## config.mk

```make
export PLATFORM = sky130hd
export DESIGN_NAME = dmac_chn_regs
export DESIGN_NICKNAME = d
export VERILOG_FILES = /design/src/dmac_chn_pkg.sv /design/src/dmac_chn_regs.sv /design/src/chn_ctrl_regs.sv /design/src/chn_int_regs.sv /design/src/chn_cfg_regs.sv /design/src/ahb_reg_slave.sv
export SDC_FILE = /design/constraint.sdc
export NUM_CORES = 1
export LEC_CHECK = 0
export BUFFER_PORTS_ARGS = -buffer_cell sky130_fd_sc_hd__buf_2
export CORE_ASPECT_RATIO = 2
export CORE_MARGIN = 4
export CORE_UTILIZATION = 49
export CTS_CLUSTER_DIAMETER = 40
export DETAILED_ROUTE_END_ITERATION = 6
export PLACE_DENSITY_LB_ADDON = 0.3
export SLEW_MARGIN = 10
export SYNTH_ARGS = -nofsm -noshare
export SYNTH_HDL_FRONTEND = slang
export SYNTH_SLANG_ARGS = --single-unit
```

## constraint.sdc

```tcl
create_clock -name hclk -period 2.5 [get_ports hclk]
set_clock_uncertainty 0.2 [all_clocks]
set_input_delay 0.375 -clock hclk [delete_from_list [all_inputs] [get_ports hclk]]
set_output_delay 0.375 -clock hclk [all_outputs]
set_load 0.005 [all_outputs]
```

## src/dmac_chn_pkg.sv

```systemverilog
`default_nettype none

package dmac_chn_pkg;

  typedef logic [31:0] word_t;
  typedef logic [9:0]  reg_off_t;
  typedef logic [11:0] block_tl_t;
  typedef logic [5:0]  group_len_t;
  typedef logic [1:0]  tr_width_t;
  typedef logic [1:0]  addr_inc_t;
  typedef logic [2:0]  int_mode_t;
  typedef logic [1:0]  trg_mode_t;
  typedef logic [3:0]  prot_t;
  typedef logic [4:0]  int_vec_t;

  typedef enum logic [3:0] {
    sel_none,
    sel_sarn,
    sel_darn,
    sel_ctrl_a,
    sel_ctrl_b,
    sel_int_mask,
    sel_int_status,
    sel_int_clear,
    sel_soft_req,
    sel_chn_en,
    sel_grplen_ext
  } reg_sel_e;

  localparam reg_off_t CHN_BASE_OFF   = 10'h0F0;
  localparam reg_off_t SARN_OFF       = CHN_BASE_OFF + 10'h000;
  localparam reg_off_t DARN_OFF       = CHN_BASE_OFF + 10'h004;
  localparam reg_off_t CTRL_A_OFF     = CHN_BASE_OFF + 10'h008;
  localparam reg_off_t CTRL_B_OFF     = CHN_BASE_OFF + 10'h00C;
  localparam reg_off_t INT_MASK_OFF   = CHN_BASE_OFF + 10'h010;
  localparam reg_off_t INT_STATUS_OFF = CHN_BASE_OFF + 10'h014;
  localparam reg_off_t INT_CLEAR_OFF  = CHN_BASE_OFF + 10'h018;
  localparam reg_off_t SOFT_REQ_OFF   = CHN_BASE_OFF + 10'h01C;
  localparam reg_off_t CHN_EN_OFF     = CHN_BASE_OFF + 10'h020;
  localparam reg_off_t GRPLEN_EXT_OFF = CHN_BASE_OFF + 10'h024;

  localparam logic [1:0] HTRANS_NONSEQ = 2'b10;
  localparam logic [1:0] HTRANS_SEQ    = 2'b11;

  // Control A fields.
  localparam int CTRLA_DGRPADDRC_BIT = 31;
  localparam int CTRLA_SGRPADDRC_BIT = 29;
  localparam int CTRLA_GRPMC_BIT     = 28;
  localparam int CTRLA_CHINTMDC_LSB  = 24;
  localparam int CTRLA_BLOCK_TL_LSB  = 12;
  localparam int CTRLA_GROUP_LEN_LSB = 8;
  localparam int CTRLA_SINC_LSB      = 6;
  localparam int CTRLA_DINC_LSB      = 4;
  localparam int CTRLA_SRC_WIDTH_LSB = 2;
  localparam int CTRLA_DST_WIDTH_LSB = 0;

  // Group length split between control A and the extension.
  localparam int GRPLEN_A_W   = 4;
  localparam int GRPLEN_EXT_W = 2;

  // Control B fields.
  localparam int CTRLB_PROTCTL_LSB   = 15;
  localparam int CTRLB_ENDLAN_BIT    = 14;
  localparam int CTRLB_SRCDTLGC_BIT  = 13;
  localparam int CTRLB_TRGTMDC_LSB   = 1;
  localparam int CTRLB_INT_EN_BIT    = 0;

  // Interrupt vector bits.
  localparam int INT_PEND_BIT   = 4;
  localparam int INT_TRGCMP_BIT = 3;
  localparam int INT_HTFR_BIT   = 2;
  localparam int INT_TFR_BIT    = 1;
  localparam int INT_ERR_BIT    = 0;

endpackage

`default_nettype wire
```

## src/dmac_chn_regs.sv

```systemverilog
`timescale 1ns/1ns
`default_nettype none

module dmac_chn_regs
  import dmac_chn_pkg::*;
(
  input  wire logic       hclk,
  input  wire logic       hrst_n,
  input  wire logic       s_hsel,
  input  wire logic [1:0] s_htrans,
  input  word_t           s_haddr,
  input  wire logic       s_hwrite,
  input  word_t           s_hwdata,
  output word_t           s_hrdata,
  input  wire logic       err_vld,
  input  wire logic       htfr_vld,
  input  wire logic       tfr_vld,
  input  wire logic       trgetcmp_vld,
  input  wire logic       pd_vld,
  input  wire logic       chnen_clr,
  output word_t           sarn,
  output word_t           darn,
  output logic            dgrpaddrc,
  output logic            sgrpaddrc,
  output logic            grpmc,
  output int_mode_t       chintmdc,
  output block_tl_t       block_tl,
  output group_len_t      group_len,
  output addr_inc_t       sinc,
  output addr_inc_t       dinc,
  output tr_width_t       src_tr_width,
  output tr_width_t       dst_tr_width,
  output prot_t           protctl,
  output logic            endlan,
  output logic            srcdtlgc,
  output trg_mode_t       trgtmdc,
  output logic            chnen,
  output logic            sfwtrg,
  output logic            irq,
  output logic            pend
);

  reg_sel_e wr_sel;
  reg_sel_e rd_sel;
  word_t    cfg_rd_word;
  word_t    int_rd_word;
  word_t    ctrl_rd_word;
  logic     int_en;
  int_vec_t evt;

  // Event vector from the FSM strobes.
  always_comb begin
    evt = '0;
    evt[INT_PEND_BIT]   = pd_vld;
    evt[INT_TRGCMP_BIT] = trgetcmp_vld;
    evt[INT_HTFR_BIT]   = htfr_vld;
    evt[INT_TFR_BIT]    = tfr_vld;
    evt[INT_ERR_BIT]    = err_vld;
  end

  ahb_reg_slave u_slave (
    .hclk         (hclk),
    .hrst_n       (hrst_n),
    .s_hsel       (s_hsel),
    .s_htrans     (s_htrans),
    .s_haddr      (s_haddr),
    .s_hwrite     (s_hwrite),
    .cfg_rd_word  (cfg_rd_word),
    .int_rd_word  (int_rd_word),
    .ctrl_rd_word (ctrl_rd_word),
    .wr_sel       (wr_sel),
    .rd_sel       (rd_sel),
    .s_hrdata     (s_hrdata)
  );

  chn_cfg_regs u_cfg (
    .hclk         (hclk),
    .hrst_n       (hrst_n),
    .wr_sel       (wr_sel),
    .rd_sel       (rd_sel),
    .s_hwdata     (s_hwdata),
    .chn_en       (chnen),
    .sarn         (sarn),
    .darn         (darn),
    .dgrpaddrc    (dgrpaddrc),
    .sgrpaddrc    (sgrpaddrc),
    .grpmc        (grpmc),
    .chintmdc     (chintmdc),
    .block_tl     (block_tl),
    .group_len    (group_len),
    .sinc         (sinc),
    .dinc         (dinc),
    .src_tr_width (src_tr_width),
    .dst_tr_width (dst_tr_width),
    .protctl      (protctl),
    .endlan       (endlan),
    .srcdtlgc     (srcdtlgc),
    .trgtmdc      (trgtmdc),
    .int_en       (int_en),
    .rd_word      (cfg_rd_word)
  );

  chn_int_regs u_int (
    .hclk     (hclk),
    .hrst_n   (hrst_n),
    .wr_sel   (wr_sel),
    .rd_sel   (rd_sel),
    .s_hwdata (s_hwdata),
    .int_en   (int_en),
    .evt      (evt),
    .irq      (irq),
    .pend     (pend),
    .rd_word  (int_rd_word)
  );

  chn_ctrl_regs u_ctrl (
    .hclk      (hclk),
    .hrst_n    (hrst_n),
    .wr_sel    (wr_sel),
    .rd_sel    (rd_sel),
    .s_hwdata  (s_hwdata),
    .chnen_clr (chnen_clr),
    .chn_en    (chnen),
    .sfwtrg    (sfwtrg),
    .rd_word   (ctrl_rd_word)
  );

endmodule

`default_nettype wire

```

## src/chn_ctrl_regs.sv

```systemverilog
`timescale 1ns/1ns
`default_nettype none

module chn_ctrl_regs
  import dmac_chn_pkg::*;
(
  input  wire logic hclk,
  input  wire logic hrst_n,
  input  reg_sel_e  wr_sel,
  input  reg_sel_e  rd_sel,
  input  word_t     s_hwdata,
  input  wire logic chnen_clr,
  output logic      chn_en,
  output logic      sfwtrg,
  output word_t     rd_word
);

  // Bus write wins over the FSM clear.
  always_ff @(posedge hclk or negedge hrst_n) begin
    if (!hrst_n) begin
      chn_en <= 1'b0;
    end else if (wr_sel == sel_chn_en) begin
      chn_en <= s_hwdata[0];
    end else if (chnen_clr) begin
      chn_en <= 1'b0;
    end
  end

  // Request lasts one cycle per write.
  always_ff @(posedge hclk or negedge hrst_n) begin
    if (!hrst_n) begin
      sfwtrg <= 1'b0;
    end else begin
      sfwtrg <= (wr_sel == sel_soft_req) && s_hwdata[0];
    end
  end

  assign rd_word = (rd_sel == sel_chn_en) ? word_t'(chn_en) : '0;

endmodule

`default_nettype wire

```

## src/chn_int_regs.sv

```systemverilog
`timescale 1ns/1ns
`default_nettype none

module chn_int_regs
  import dmac_chn_pkg::*;
(
  input  wire logic hclk,
  input  wire logic hrst_n,
  input  reg_sel_e  wr_sel,
  input  reg_sel_e  rd_sel,
  input  word_t     s_hwdata,
  input  wire logic int_en,
  input  int_vec_t  evt,
  output logic      irq,
  output logic      pend,
  output word_t     rd_word
);

  int_vec_t mask;
  int_vec_t status;
  int_vec_t clr;
  int_vec_t status_vis;

  always_ff @(posedge hclk or negedge hrst_n) begin
    if (!hrst_n) begin
      mask <= '0;
    end else if (wr_sel == sel_int_mask) begin
      mask <= s_hwdata[$bits(int_vec_t)-1:0];
    end
  end

  // One-cycle clear pulses from the write-one-to-clear register.
  always_ff @(posedge hclk or negedge hrst_n) begin
    if (!hrst_n) begin
      clr <= '0;
    end else if (wr_sel == sel_int_clear) begin
      clr <= s_hwdata[$bits(int_vec_t)-1:0];
    end else begin
      clr <= '0;
    end
  end

  // Sticky status. An event beats a clear in the same cycle.
  always_ff @(posedge hclk or negedge hrst_n) begin
    if (!hrst_n) begin
      status <= '0;
    end else begin
      status <= evt | (status & ~clr);
    end
  end

  assign irq  = int_en && |(status & mask);
  assign pend = status[INT_PEND_BIT];

  // Pending is not part of the status read-back.
  always_comb begin
    status_vis = status;
    status_vis[INT_PEND_BIT] = 1'b0;
  end

  always_comb begin
    case (rd_sel)
      sel_int_mask:   rd_word = word_t'(mask);
      sel_int_status: rd_word = word_t'(status_vis);
      default:        rd_word = '0;
    endcase
  end

endmodule

`default_nettype wire

```

## src/chn_cfg_regs.sv

```systemverilog
`timescale 1ns/1ns
`default_nettype none

module chn_cfg_regs
  import dmac_chn_pkg::*;
(
  input  wire logic hclk,
  input  wire logic hrst_n,
  input  reg_sel_e  wr_sel,
  input  reg_sel_e  rd_sel,
  input  word_t     s_hwdata,
  input  wire logic chn_en,
  output word_t     sarn,
  output word_t     darn,
  output logic      dgrpaddrc,
  output logic      sgrpaddrc,
  output logic      grpmc,
  output int_mode_t chintmdc,
  output block_tl_t block_tl,
  output group_len_t group_len,
  output addr_inc_t sinc,
  output addr_inc_t dinc,
  output tr_width_t src_tr_width,
  output tr_width_t dst_tr_width,
  output prot_t     protctl,
  output logic      endlan,
  output logic      srcdtlgc,
  output trg_mode_t trgtmdc,
  output logic      int_en,
  output word_t     rd_word
);

  word_t ctrl_a_word;
  word_t ctrl_b_word;
  word_t grplen_ext_word;

  // Setup is frozen while the channel runs.
  always_ff @(posedge hclk or negedge hrst_n) begin
    if (!hrst_n) begin
      sarn         <= '0;
      darn         <= '0;
      dgrpaddrc    <= 1'b0;
      sgrpaddrc    <= 1'b0;
      grpmc        <= 1'b0;
      chintmdc     <= '0;
      block_tl     <= '0;
      group_len    <= '0;
      sinc         <= '0;
      dinc         <= '0;
      src_tr_width <= '0;
      dst_tr_width <= '0;
      protctl      <= '0;
      endlan       <= 1'b0;
      srcdtlgc     <= 1'b0;
      trgtmdc      <= '0;
      int_en       <= 1'b0;
    end else if (!chn_en) begin
      case (wr_sel)
        sel_sarn: sarn <= s_hwdata;
        sel_darn: darn <= s_hwdata;
        sel_ctrl_a: begin
          dgrpaddrc    <= s_hwdata[CTRLA_DGRPADDRC_BIT];
          sgrpaddrc    <= s_hwdata[CTRLA_SGRPADDRC_BIT];
          grpmc        <= s_hwdata[CTRLA_GRPMC_BIT];
          chintmdc     <= s_hwdata[CTRLA_CHINTMDC_LSB +: $bits(int_mode_t)];
          block_tl     <= s_hwdata[CTRLA_BLOCK_TL_LSB +: $bits(block_tl_t)];
          group_len[GRPLEN_A_W-1:0] <= s_hwdata[CTRLA_GROUP_LEN_LSB +: GRPLEN_A_W];
          sinc         <= s_hwdata[CTRLA_SINC_LSB +: $bits(addr_inc_t)];
          dinc         <= s_hwdata[CTRLA_DINC_LSB +: $bits(addr_inc_t)];
          src_tr_width <= s_hwdata[CTRLA_SRC_WIDTH_LSB +: $bits(tr_width_t)];
          dst_tr_width <= s_hwdata[CTRLA_DST_WIDTH_LSB +: $bits(tr_width_t)];
        end
        sel_grplen_ext: begin
          group_len[GRPLEN_A_W +: GRPLEN_EXT_W] <= s_hwdata[GRPLEN_EXT_W-1:0];
        end
        sel_ctrl_b: begin
          protctl  <= s_hwdata[CTRLB_PROTCTL_LSB +: $bits(prot_t)];
          endlan   <= s_hwdata[CTRLB_ENDLAN_BIT];
          srcdtlgc <= s_hwdata[CTRLB_SRCDTLGC_BIT];
          trgtmdc  <= s_hwdata[CTRLB_TRGTMDC_LSB +: $bits(trg_mode_t)];
          int_en   <= s_hwdata[CTRLB_INT_EN_BIT];
        end
        default: ;
      endcase
    end
  end

  // Read-back words with unused bits zero.
  always_comb begin
    ctrl_a_word = '0;
    ctrl_a_word[CTRLA_DGRPADDRC_BIT] = dgrpaddrc;
    ctrl_a_word[CTRLA_SGRPADDRC_BIT] = sgrpaddrc;
    ctrl_a_word[CTRLA_GRPMC_BIT]     = grpmc;
    ctrl_a_word[CTRLA_CHINTMDC_LSB +: $bits(int_mode_t)]  = chintmdc;
    ctrl_a_word[CTRLA_BLOCK_TL_LSB +: $bits(block_tl_t)]  = block_tl;
    ctrl_a_word[CTRLA_GROUP_LEN_LSB +: GRPLEN_A_W]        = group_len[GRPLEN_A_W-1:0];
    ctrl_a_word[CTRLA_SINC_LSB +: $bits(addr_inc_t)]      = sinc;
    ctrl_a_word[CTRLA_DINC_LSB +: $bits(addr_inc_t)]      = dinc;
    ctrl_a_word[CTRLA_SRC_WIDTH_LSB +: $bits(tr_width_t)] = src_tr_width;
    ctrl_a_word[CTRLA_DST_WIDTH_LSB +: $bits(tr_width_t)] = dst_tr_width;

    ctrl_b_word = '0;
    ctrl_b_word[CTRLB_PROTCTL_LSB +: $bits(prot_t)]     = protctl;
    ctrl_b_word[CTRLB_ENDLAN_BIT]                       = endlan;
    ctrl_b_word[CTRLB_SRCDTLGC_BIT]                     = srcdtlgc;
    ctrl_b_word[CTRLB_TRGTMDC_LSB +: $bits(trg_mode_t)] = trgtmdc;
    ctrl_b_word[CTRLB_INT_EN_BIT]                       = int_en;

    grplen_ext_word = '0;
    grplen_ext_word[GRPLEN_EXT_W-1:0] = group_len[GRPLEN_A_W +: GRPLEN_EXT_W];
  end

  always_comb begin
    case (rd_sel)
      sel_sarn:       rd_word = sarn;
      sel_darn:       rd_word = darn;
      sel_ctrl_a:     rd_word = ctrl_a_word;
      sel_ctrl_b:     rd_word = ctrl_b_word;
      sel_grplen_ext: rd_word = grplen_ext_word;
      default:        rd_word = '0;
    endcase
  end

endmodule

`default_nettype wire

```

## src/ahb_reg_slave.sv

```systemverilog
`timescale 1ns/1ns
`default_nettype none

module ahb_reg_slave
  import dmac_chn_pkg::*;
(
  input  wire logic       hclk,
  input  wire logic       hrst_n,
  input  wire logic       s_hsel,
  input  wire logic [1:0] s_htrans,
  input  word_t           s_haddr,
  input  wire logic       s_hwrite,
  input  word_t           cfg_rd_word,
  input  word_t           int_rd_word,
  input  word_t           ctrl_rd_word,
  output reg_sel_e        wr_sel,
  output reg_sel_e        rd_sel,
  output word_t           s_hrdata
);

  logic     access;
  logic     readable;
  logic     writable;
  reg_sel_e addr_sel;

  function automatic reg_sel_e decode_off(input reg_off_t off);
    reg_sel_e sel;
    case (off)
      SARN_OFF:       sel = sel_sarn;
      DARN_OFF:       sel = sel_darn;
      CTRL_A_OFF:     sel = sel_ctrl_a;
      CTRL_B_OFF:     sel = sel_ctrl_b;
      INT_MASK_OFF:   sel = sel_int_mask;
      INT_STATUS_OFF: sel = sel_int_status;
      INT_CLEAR_OFF:  sel = sel_int_clear;
      SOFT_REQ_OFF:   sel = sel_soft_req;
      CHN_EN_OFF:     sel = sel_chn_en;
      GRPLEN_EXT_OFF: sel = sel_grplen_ext;
      default:        sel = sel_none;
    endcase
    return sel;
  endfunction

  // Only NONSEQ and SEQ transfers to this slave count.
  assign access = s_hsel && (s_htrans == HTRANS_NONSEQ || s_htrans == HTRANS_SEQ);

  assign addr_sel = decode_off(s_haddr[$bits(reg_off_t)-1:0]);

  // Clear and soft request are write-only.
  assign readable = (addr_sel != sel_int_clear) && (addr_sel != sel_soft_req);

  // Status is read-only.
  assign writable = (addr_sel != sel_int_status);

  // Selects hold for the data phase.
  always_ff @(posedge hclk or negedge hrst_n) begin
    if (!hrst_n) begin
      wr_sel <= sel_none;
      rd_sel <= sel_none;
    end else begin
      wr_sel <= (access && s_hwrite && writable) ? addr_sel : sel_none;
      rd_sel <= (access && !s_hwrite && readable) ? addr_sel : sel_none;
    end
  end

  // Banks return zero unless selected.
  assign s_hrdata = cfg_rd_word | int_rd_word | ctrl_rd_word;

endmodule

`default_nettype wire

```

==> impl_metrics.py, run 1 <==
metrics = {
    "finish": {
        "layout-drive-gt1-share_pct": 56.9,
        "areaGrowthSynthToFinish_pct": 38.0,
        "fill_cells": 831,
        "multiInputGateArea_mm2": 0.00229,
        "finish.instance_area_mm2": 0.00786,
        "final_cell_count_no_fill": 809,
        "fin_nets": 729,
        "seq_area_mm2": 0.00326,
        "post-route-util_pct": 69.2,
    },
    "synth": {
        "postSynthCellCount": 433,
        "synth_largest_area_cell": "dfrtp_1",
        "ys.flop_type": "dfrtp_1",
        "synth_enable_flop_cells": 0,
        "synth_warnings": 0,
        "total_of_flip_flops_plus_latches_after_synthesis": 130,
        "synthArstFlopShare_pct": 100,
        "synthesized_net_count": 509,
        "post_synth_num_cell_types": 44,
        "seq_area_frac_synth_pct": 57.1,
        "yosysTopAreaCellShare_pct": 57.1,
        "synth_area_mm2": 0.00570,
        "synth.area.top_cells": "dfrtp_1 57%, mux2_2 21%, a222oi_1 4.7%",
        "post_synth.cell_area_avg_um2": 13.2,
    },
    "detailed_routing": {
        "totalWireLength_um": 16300,
        "first_pass_iters": 5,
        "vias_per_cell": 5.78,
        "postRouteAntennaNets": 0,
        "route.vias.total": 4674,
        "drt-initial-drc-count": 367,
        "drc_errors": 0,
        "post_drt_wl_per_cell_um": 20.1,
    },
    "global_route": {
        "grt_pass1_vias": 5057,
        "grt_antenna_before_repair": 1,
        "grt_usage_pct": 24.3,
        "grt_start_max_net_pins": 52,
        "wire_length_of_the_first_global_routing_pass_um": 25700,
        "grt_remaining_overflow": 0,
    },
    "clock_network": {
        "cts_buffer_depth": 2,
        "cts_root_cell": "clkbuf_16",
        "clock_tree.htree_level_count": 4,
        "clk_pin_slew_ns": 0.06,
        "clock-sinks": 130,
        "worstSkewPairLatency_ns": 0.41,
        "cts_tree": "built",
        "cts_buf_count": 17,
    },
    "floorplan": {
        "die_boundary_height_um": 160,
        "row_count": 55,
        "io_pins": 216,
        "die_footprint_mm2": 0.0135,
        "floorplan.core_area_mm2": 0.0114,
        "die_width_um": 84.2,
        "initial_utilization_pct": 50.2,
    },
    "worst_setup_path": {
        "timing.critical_path.arrival_ns": 1.91,
        "setup.worst_path.start_class": "flop",
        "end_kind": "output pin",
        "cp_max_fo": 6,
        "critPathKind": "flop to output pin",
        "data_required_time_at_the_worst_endpoint_ns": 1.92,
    },
    "sta": {
        "timing.slew.headroom_pct": 62.1,
        "final-max-slew-violation-count": 0,
        "post-route-period-util_pct": 99.6,
        "timing.final.setup_violations": 0,
        "worst_slew_pin_slew_ns": 0.565,
        "max_clock_freq_mhz": 402,
        "unrepaired_setup_endpoints_after_global_routing": "yes",
        "period_needed_ns": 2.49,
        "final_hold_viol_count": 0,
        "setup_total_negative_slack_ns": 0,
    },
    "hold_path": {
        "min_path_type": "input pin to flop",
    },
    "status": {
        "status": "finished clean",
    },
    "power_and_ir_drop": {
        "power_per_cell_area_mw_per_mm2": 650,
        "cellLeakagePower_uw": 0.00401,
        "peakVddDrop_mv": 0.485,
    },
    "place": {
        "post-place-cells": 756,
        "dpl-instance-area_mm2": 0.00696,
        "io_buffer_count": 192,
        "detailedPlacementHpwl_um": 11300,
        "routabilityCongestion": 0.845,
    },
    "job": {
        "cap_viol_max_count": 0,
    },
}
layout by cell type, fill, tap and decap left out, drive strengths merged, types with 4 or more instances in the layout:
master       netlist  routed
a21o               5       5
a21oi              5       5
a222oi            27      27
a22oi              6       6
and2               4       4
buf               14     220
bufinv             0       4
clkbuf            12      18
dfrtp            130     130
dlygate4sd3        0       7
inv               28      33
mux2             108     108
nand2             17      17
nand2b             4       4
nand3              5       5
nand3b             5       5
nor2               7       7
nor2b              5       5
nor3               6       6
o21ai              9       9
sequential cells by signal, summed over array words and instances, names as in the netlist, 2 cells and up:
signal and cells:
u_cfg.sarn 32, u_cfg.dst_tr_width 2, u_cfg.src_tr_width 2, u_cfg.chintmdc 3
u_int.clr 5, u_slave.rd_sel 4, u_int.status 5, u_cfg.block_tl 12
u_slave.wr_sel 4, u_cfg.group_len 6, u_cfg.dinc 2, u_cfg.sinc 2
u_cfg.protctl 4, u_cfg.trgtmdc 2, u_cfg.darn 32, u_int.mask 5
worst paths after layout:
| kind | from | endpoint | slack [ns] | depth (start not counted) |
|---|---|---|---|---|
| min in group asynchronous | hrst_n | u_cfg.darn[30]$_DFFE_PN0P_ | 0.25 | 2 |
| worst max register to register | u_ctrl.chn_en$_DFFE_PN0P_ | u_cfg.block_tl[5]$_DFFE_PN0P_ | 0.51 | 4 |
| worst max-delay path | u_slave.rd_sel[1]$_DFF_PN0_ | s_hrdata[3] | 0.01 | 6 |
| worst min register to register | u_int.status[4]$_DFF_PN0_ | u_int.status[4]$_DFF_PN0_ | 0.32 | 1 |
| worst min-delay path | s_hwdata[27] | u_cfg.sarn[27]$_DFFE_PN0P_ | 0.02 | 2 |
| max in group asynchronous | hrst_n | u_slave.rd_sel[1]$_DFF_PN0_ | 1.20 | 3 |
metrics by stage:
step / hold slack (ns) / worst slack [ns] / power [uW]
3_5_place_dp: 0.153 / 0.290 / 2490
6_report: 0.0181 / 0.0101 / 5110
5_1_grt: 0.0131 / -0.110 / 5280
2_1_floorplan: -0.121 / 0.471 / 2310
4_1_cts: 0.00429 / 0.00133 / 5150
3_3_place_gp: 0.139 / 0.302 / 2480
layer usage:
metal | vias up | global-route usage, % | wire [um]
met5 | - | 0 | 0
met2 | 234 | 45.2 | 9270
met1 | 2337 | 24.6 | 5440
met4 | 0 | 12.7 | 630
li1 | 2057 | - | -
met3 | 46 | 5.34 | 947
kinds of logic after synthesis:
group                     share of synthesized area (%)
xor gates and xnor gates                          0.154
muxes                                              21.7
AOI/OAI and AO/OA                                  9.99
and+or+nand+nor                                    7.18
DFF                                                57.1
buffers and inverters                              3.87
repair_timing:
action                                  CTS  global route
pin swaps                                 2            12
endpoints found under the setup margin   29            17
resized for setup                         7            11
hold endpoints to repair                 37             0
buffers inserted                          6             7
hold buffers                              7             0
cell usage after synthesis (3+ instances only):
library cell  instances
nand2b_1              4
dfrtp_1             130
nor3_1                6
nand3_1               5
nand3b_1              5
a222oi_1             27
nor2_1                7
a22oi_1               6
nand2_1              17
clkbuf_1             12
o21ai_0               9
nand4_1               3
a21oi_1               5
nor4b_1               3
and2_1                4
inv_1                28
nor2b_1               5
buf_2                14
mux2_2              108
a21o_1                5
power by group:
group / total (uW) / internal, uW / leakage [uW] / switching, uW
registers: 2210 / 2160 / 0.00162 / 47.1
logic: 256 / 126 / 0.00208 / 130
clock network: 2640 / 1710 / 0.000304 / 935
worst max-delay path, cell delays in order (launching register included):
cell,delay [ns]
dfrtp_2,0.44
nor4bb_4,0.19
buf_4,0.16
buf_4,0.13
a222oi_1,0.30
o21ai_1,0.13
buf_2,0.15
cell type report:
| type | count | area share, % |
|---|---|---|
| diodes | 1 | 0.0318 |
| clock buffers | 18 | 5.59 |
| clock inverters | 14 | 2.55 |
| inverters | 28 | 1.34 |
| multi-input cells | 249 | 29.1 |
| flip-flops and latches | 130 | 41.5 |
| well taps | 142 | 2.26 |
| repair buffers | 227 | 17.7 |
Power figures use the tool's default switching activity.
==> run 2: changes to the inputs <==
--- a/config.mk
+++ b/config.mk
@@ -6,9 +6,11 @@
 export NUM_CORES = 1
 export LEC_CHECK = 0
 export BUFFER_PORTS_ARGS = -buffer_cell sky130_fd_sc_hd__buf_2
+export CELL_PAD_IN_SITES_DETAIL_PLACEMENT = 0
+export CELL_PAD_IN_SITES_GLOBAL_PLACEMENT = 1
 export CORE_ASPECT_RATIO = 2
 export CORE_MARGIN = 4
-export CORE_UTILIZATION = 49
+export CORE_UTILIZATION = 38
 export CTS_CLUSTER_DIAMETER = 40
 export DETAILED_ROUTE_END_ITERATION = 6
 export PLACE_DENSITY_LB_ADDON = 0.3
==> constraint.sdc (replaced) <==
create_clock -name hclk -period 2.6 [get_ports hclk]
set_clock_uncertainty 0.2 [all_clocks]
set_input_delay 0.39 -clock hclk [delete_from_list [all_inputs] [get_ports hclk]]
set_output_delay 0.39 -clock hclk [all_outputs]
set_load 0.005 [all_outputs]
==> run 2 against run 1 <==
  * First-iteration DRC count decreased by 32%
  * Largest power group unchanged
  * Sequential power decreased by 4%
  * Critical endpoint is now s_hrdata[0]
  * Critical path type unchanged
  * Utilization decreased by 17 points
  * Die area increased by 27%
  * Wire length increased by 0.76%
==> impl_metrics.py, run 2 (synthesized netlist as in run 1, its figures left out) <==
metrics = {
    "status": {
        "status": "finished clean",
    },
    "sta": {
        "final_critical_path_setup_slack_ns": 0.0675,
        "final-max-slew-violation-count": 0,
        "timing.final.setup_violations": 0,
        "post-route-period-util_pct": 97.4,
        "period_needed_ns": 2.53,
        "max_clock_freq_mhz": 395,
        "worst_slew_pin_slew_ns": 0.618,
        "timing.slew.headroom_pct": 58.8,
        "final_hold_viol_count": 0,
        "unrepaired_setup_endpoints_after_global_routing": "yes",
    },
    "worst_setup_path": {
        "cp_max_fo": 7,
        "setup.worst_path.start_class": "flop",
        "critical_path.slowest_cell": "dfrtp_2",
        "critPathKind": "flop to output pin",
        "end_kind": "output pin",
        "timing.critical_path.arrival_ns": 1.94,
        "data_required_time_at_the_worst_endpoint_ns": 2.01,
        "critical-path-max-stage-delay_ns": 0.47,
        "worstPathCellList": "nor4bb_4 -> buf_4 -> a22oi_1 -> o21ai_0 -> a211o_1 -> buf_2",
    },
    "finish": {
        "mostFrequentLayoutCell": "buf_2",
        "areaGrowthSynthToFinish_pct": 36.0,
        "reg.largest.list": "u_cfg.darn x32, u_cfg.sarn x32, u_cfg.block_tl x12",
        "fill_cells": 1354,
        "final_cell_count_no_fill": 858,
        "post-route-util_pct": 52.5,
        "layout-drive-gt1-share_pct": 55.8,
        "final_cell_mix": "191 x buf_2, 126 x dfrtp_1, 108 x mux2_2, 28 x inv_1, 27 x a222oi_1",
        "fin_nets": 724,
    },
    "power_and_ir_drop": {
        "peakVddDrop_mv": 0.430,
        "power_per_cell_area_mw_per_mm2": 609,
        "finalPower_uw": 4720,
        "cellLeakagePower_uw": 0.00392,
    },
    "clock_network": {
        "cts_root_cell": "clkbuf_16",
        "clock_tree.htree_level_count": 4,
        "cts_tree": "built",
        "clock-sinks": 130,
        "cts_buf_count": 17,
        "clk_pin_slew_ns": 0.06,
        "worstSkewPairLatency_ns": 0.40,
        "cts_buffer_depth": 2,
    },
    "floorplan": {
        "die_width_um": 94.6,
        "die_boundary_height_um": 181,
        "floorplan.core_area_mm2": 0.0147,
        "die_footprint_mm2": 0.0171,
        "row_count": 63,
        "io_pins": 216,
        "initial_utilization_pct": 38.6,
    },
    "place": {
        "detailedPlace.worstSlack_ns": 0.282,
        "io_buffer_count": 192,
        "routabilityCongestion": 0.787,
        "detailedPlacementHpwl_um": 11700,
        "post-place-cells": 809,
    },
    "global_route": {
        "grt_usage_pct": 19.5,
        "grt_pass1_vias": 4773,
        "grt_start_max_net_pins": 65,
        "wire_length_of_the_first_global_routing_pass_um": 25600,
        "grt_antenna_before_repair": 2,
        "grt_remaining_overflow": 0,
    },
    "hold_path": {
        "min_path_type": "input pin to flop",
    },
    "detailed_routing": {
        "totalWireLength_um": 16400,
        "drc_errors": 0,
        "post_drt_wl_per_cell_um": 19.1,
        "vias_per_cell": 5.30,
        "route.vias.total": 4549,
        "drt-initial-drc-count": 251,
        "postRouteAntennaNets": 0,
        "first_pass_iters": 6,
    },
    "job": {
        "cap_viol_max_count": 0,
    },
}
-- run 2: cell types whose count changed in the layout (fill, tap and decap cells not counted), moves of 2 or more --
cell and delta:
buf_4 +2, nor3_2 -2, clkbuf_1 +2, inv_6 -2, bufinv_16 -2, buf_12 -5, o21ai_0 +2, o21ai_1 -2
clkinv_4 +5
-- run 2: layout make-up --
class	instances	area (um2)	area share (%)
Clock inverter	13	154	1.99
Timing Repair Buffer	222	1270	16.4
Tap cell	195	244	3.15
Sequential cell	130	3260	42.1
Antenna cell	2	5.00	0.0646
Multi-Input combinational cell	249	2270	29.4
Clock buffer	19	433	5.59
Inverter	28	105	1.36
-- run 2: power by group --
part,internal [uW],switching (uW),total (uW)
clock,1430,923,2350
sequential,2080,45.7,2120
combinational,118,124,242
-- run 2: worst max-delay path, delay by kind of cell, from the launching register on --
family / cells / cell delay, ns
flops: 1 / 0.47
compound gates: 3 / 0.59
simple gates: 1 / 0.19
buf+inv: 2 / 0.29
-- run 2: per-stage QoR --
step | hold WS, ns | instance area (um2) | setup TNS (ns)
3_3_place_gp | 0.220 | 6990 | 0
4_1_cts | 0.00921 | 7660 | 0
5_1_grt | 0.0158 | 7740 | -0.0131
6_report | 0.0235 | 7740 | 0
3_5_place_dp | 0.235 | 6990 | 0
2_1_floorplan | -0.106 | 5700 | 0
-- run 2: repair_timing --
| action | CTS | global route |
|---|---|---|
| setup endpoints to repair | 31 | 28 |
| hold buffers | 6 | 0 |
| pin swaps | 1 | 3 |
| resized for setup | 7 | 2 |
| hold endpoints to repair | 48 | 0 |
| buffers inserted | 1 | 8 |
-- run 2: routing by layer --
layer  global-route usage [%]  wire [um]  share of wire, %
met5                        0          0                 0
met4                     7.52        370               2.3
met3                     3.96        887               5.4
met2                     37.5       9420                57
met1                     19.9       5730                35
-- run 2: path summary, 6_finish.rpt --
check                                            start                             end  slack, ns  depth (start not counted)
min reg2reg                  u_int.status[2]$_DFF_PN0_       u_int.status[2]$_DFF_PN0_       0.33                          1
min                                       s_hwdata[27]      u_cfg.sarn[27]$_DFFE_PN0P_       0.02                          2
max                        u_slave.rd_sel[0]$_DFF_PN0_                     s_hrdata[0]       0.07                          6
min in group asynchronous                       hrst_n      u_cfg.sarn[14]$_DFFE_PN0P_       0.34                          2
max in group asynchronous                       hrst_n     u_slave.rd_sel[2]$_DFF_PN0_       1.05                          3
max reg2reg                  u_ctrl.chn_en$_DFFE_PN0P_  u_cfg.group_len[1]$_DFFE_PN0P_       0.63                          4
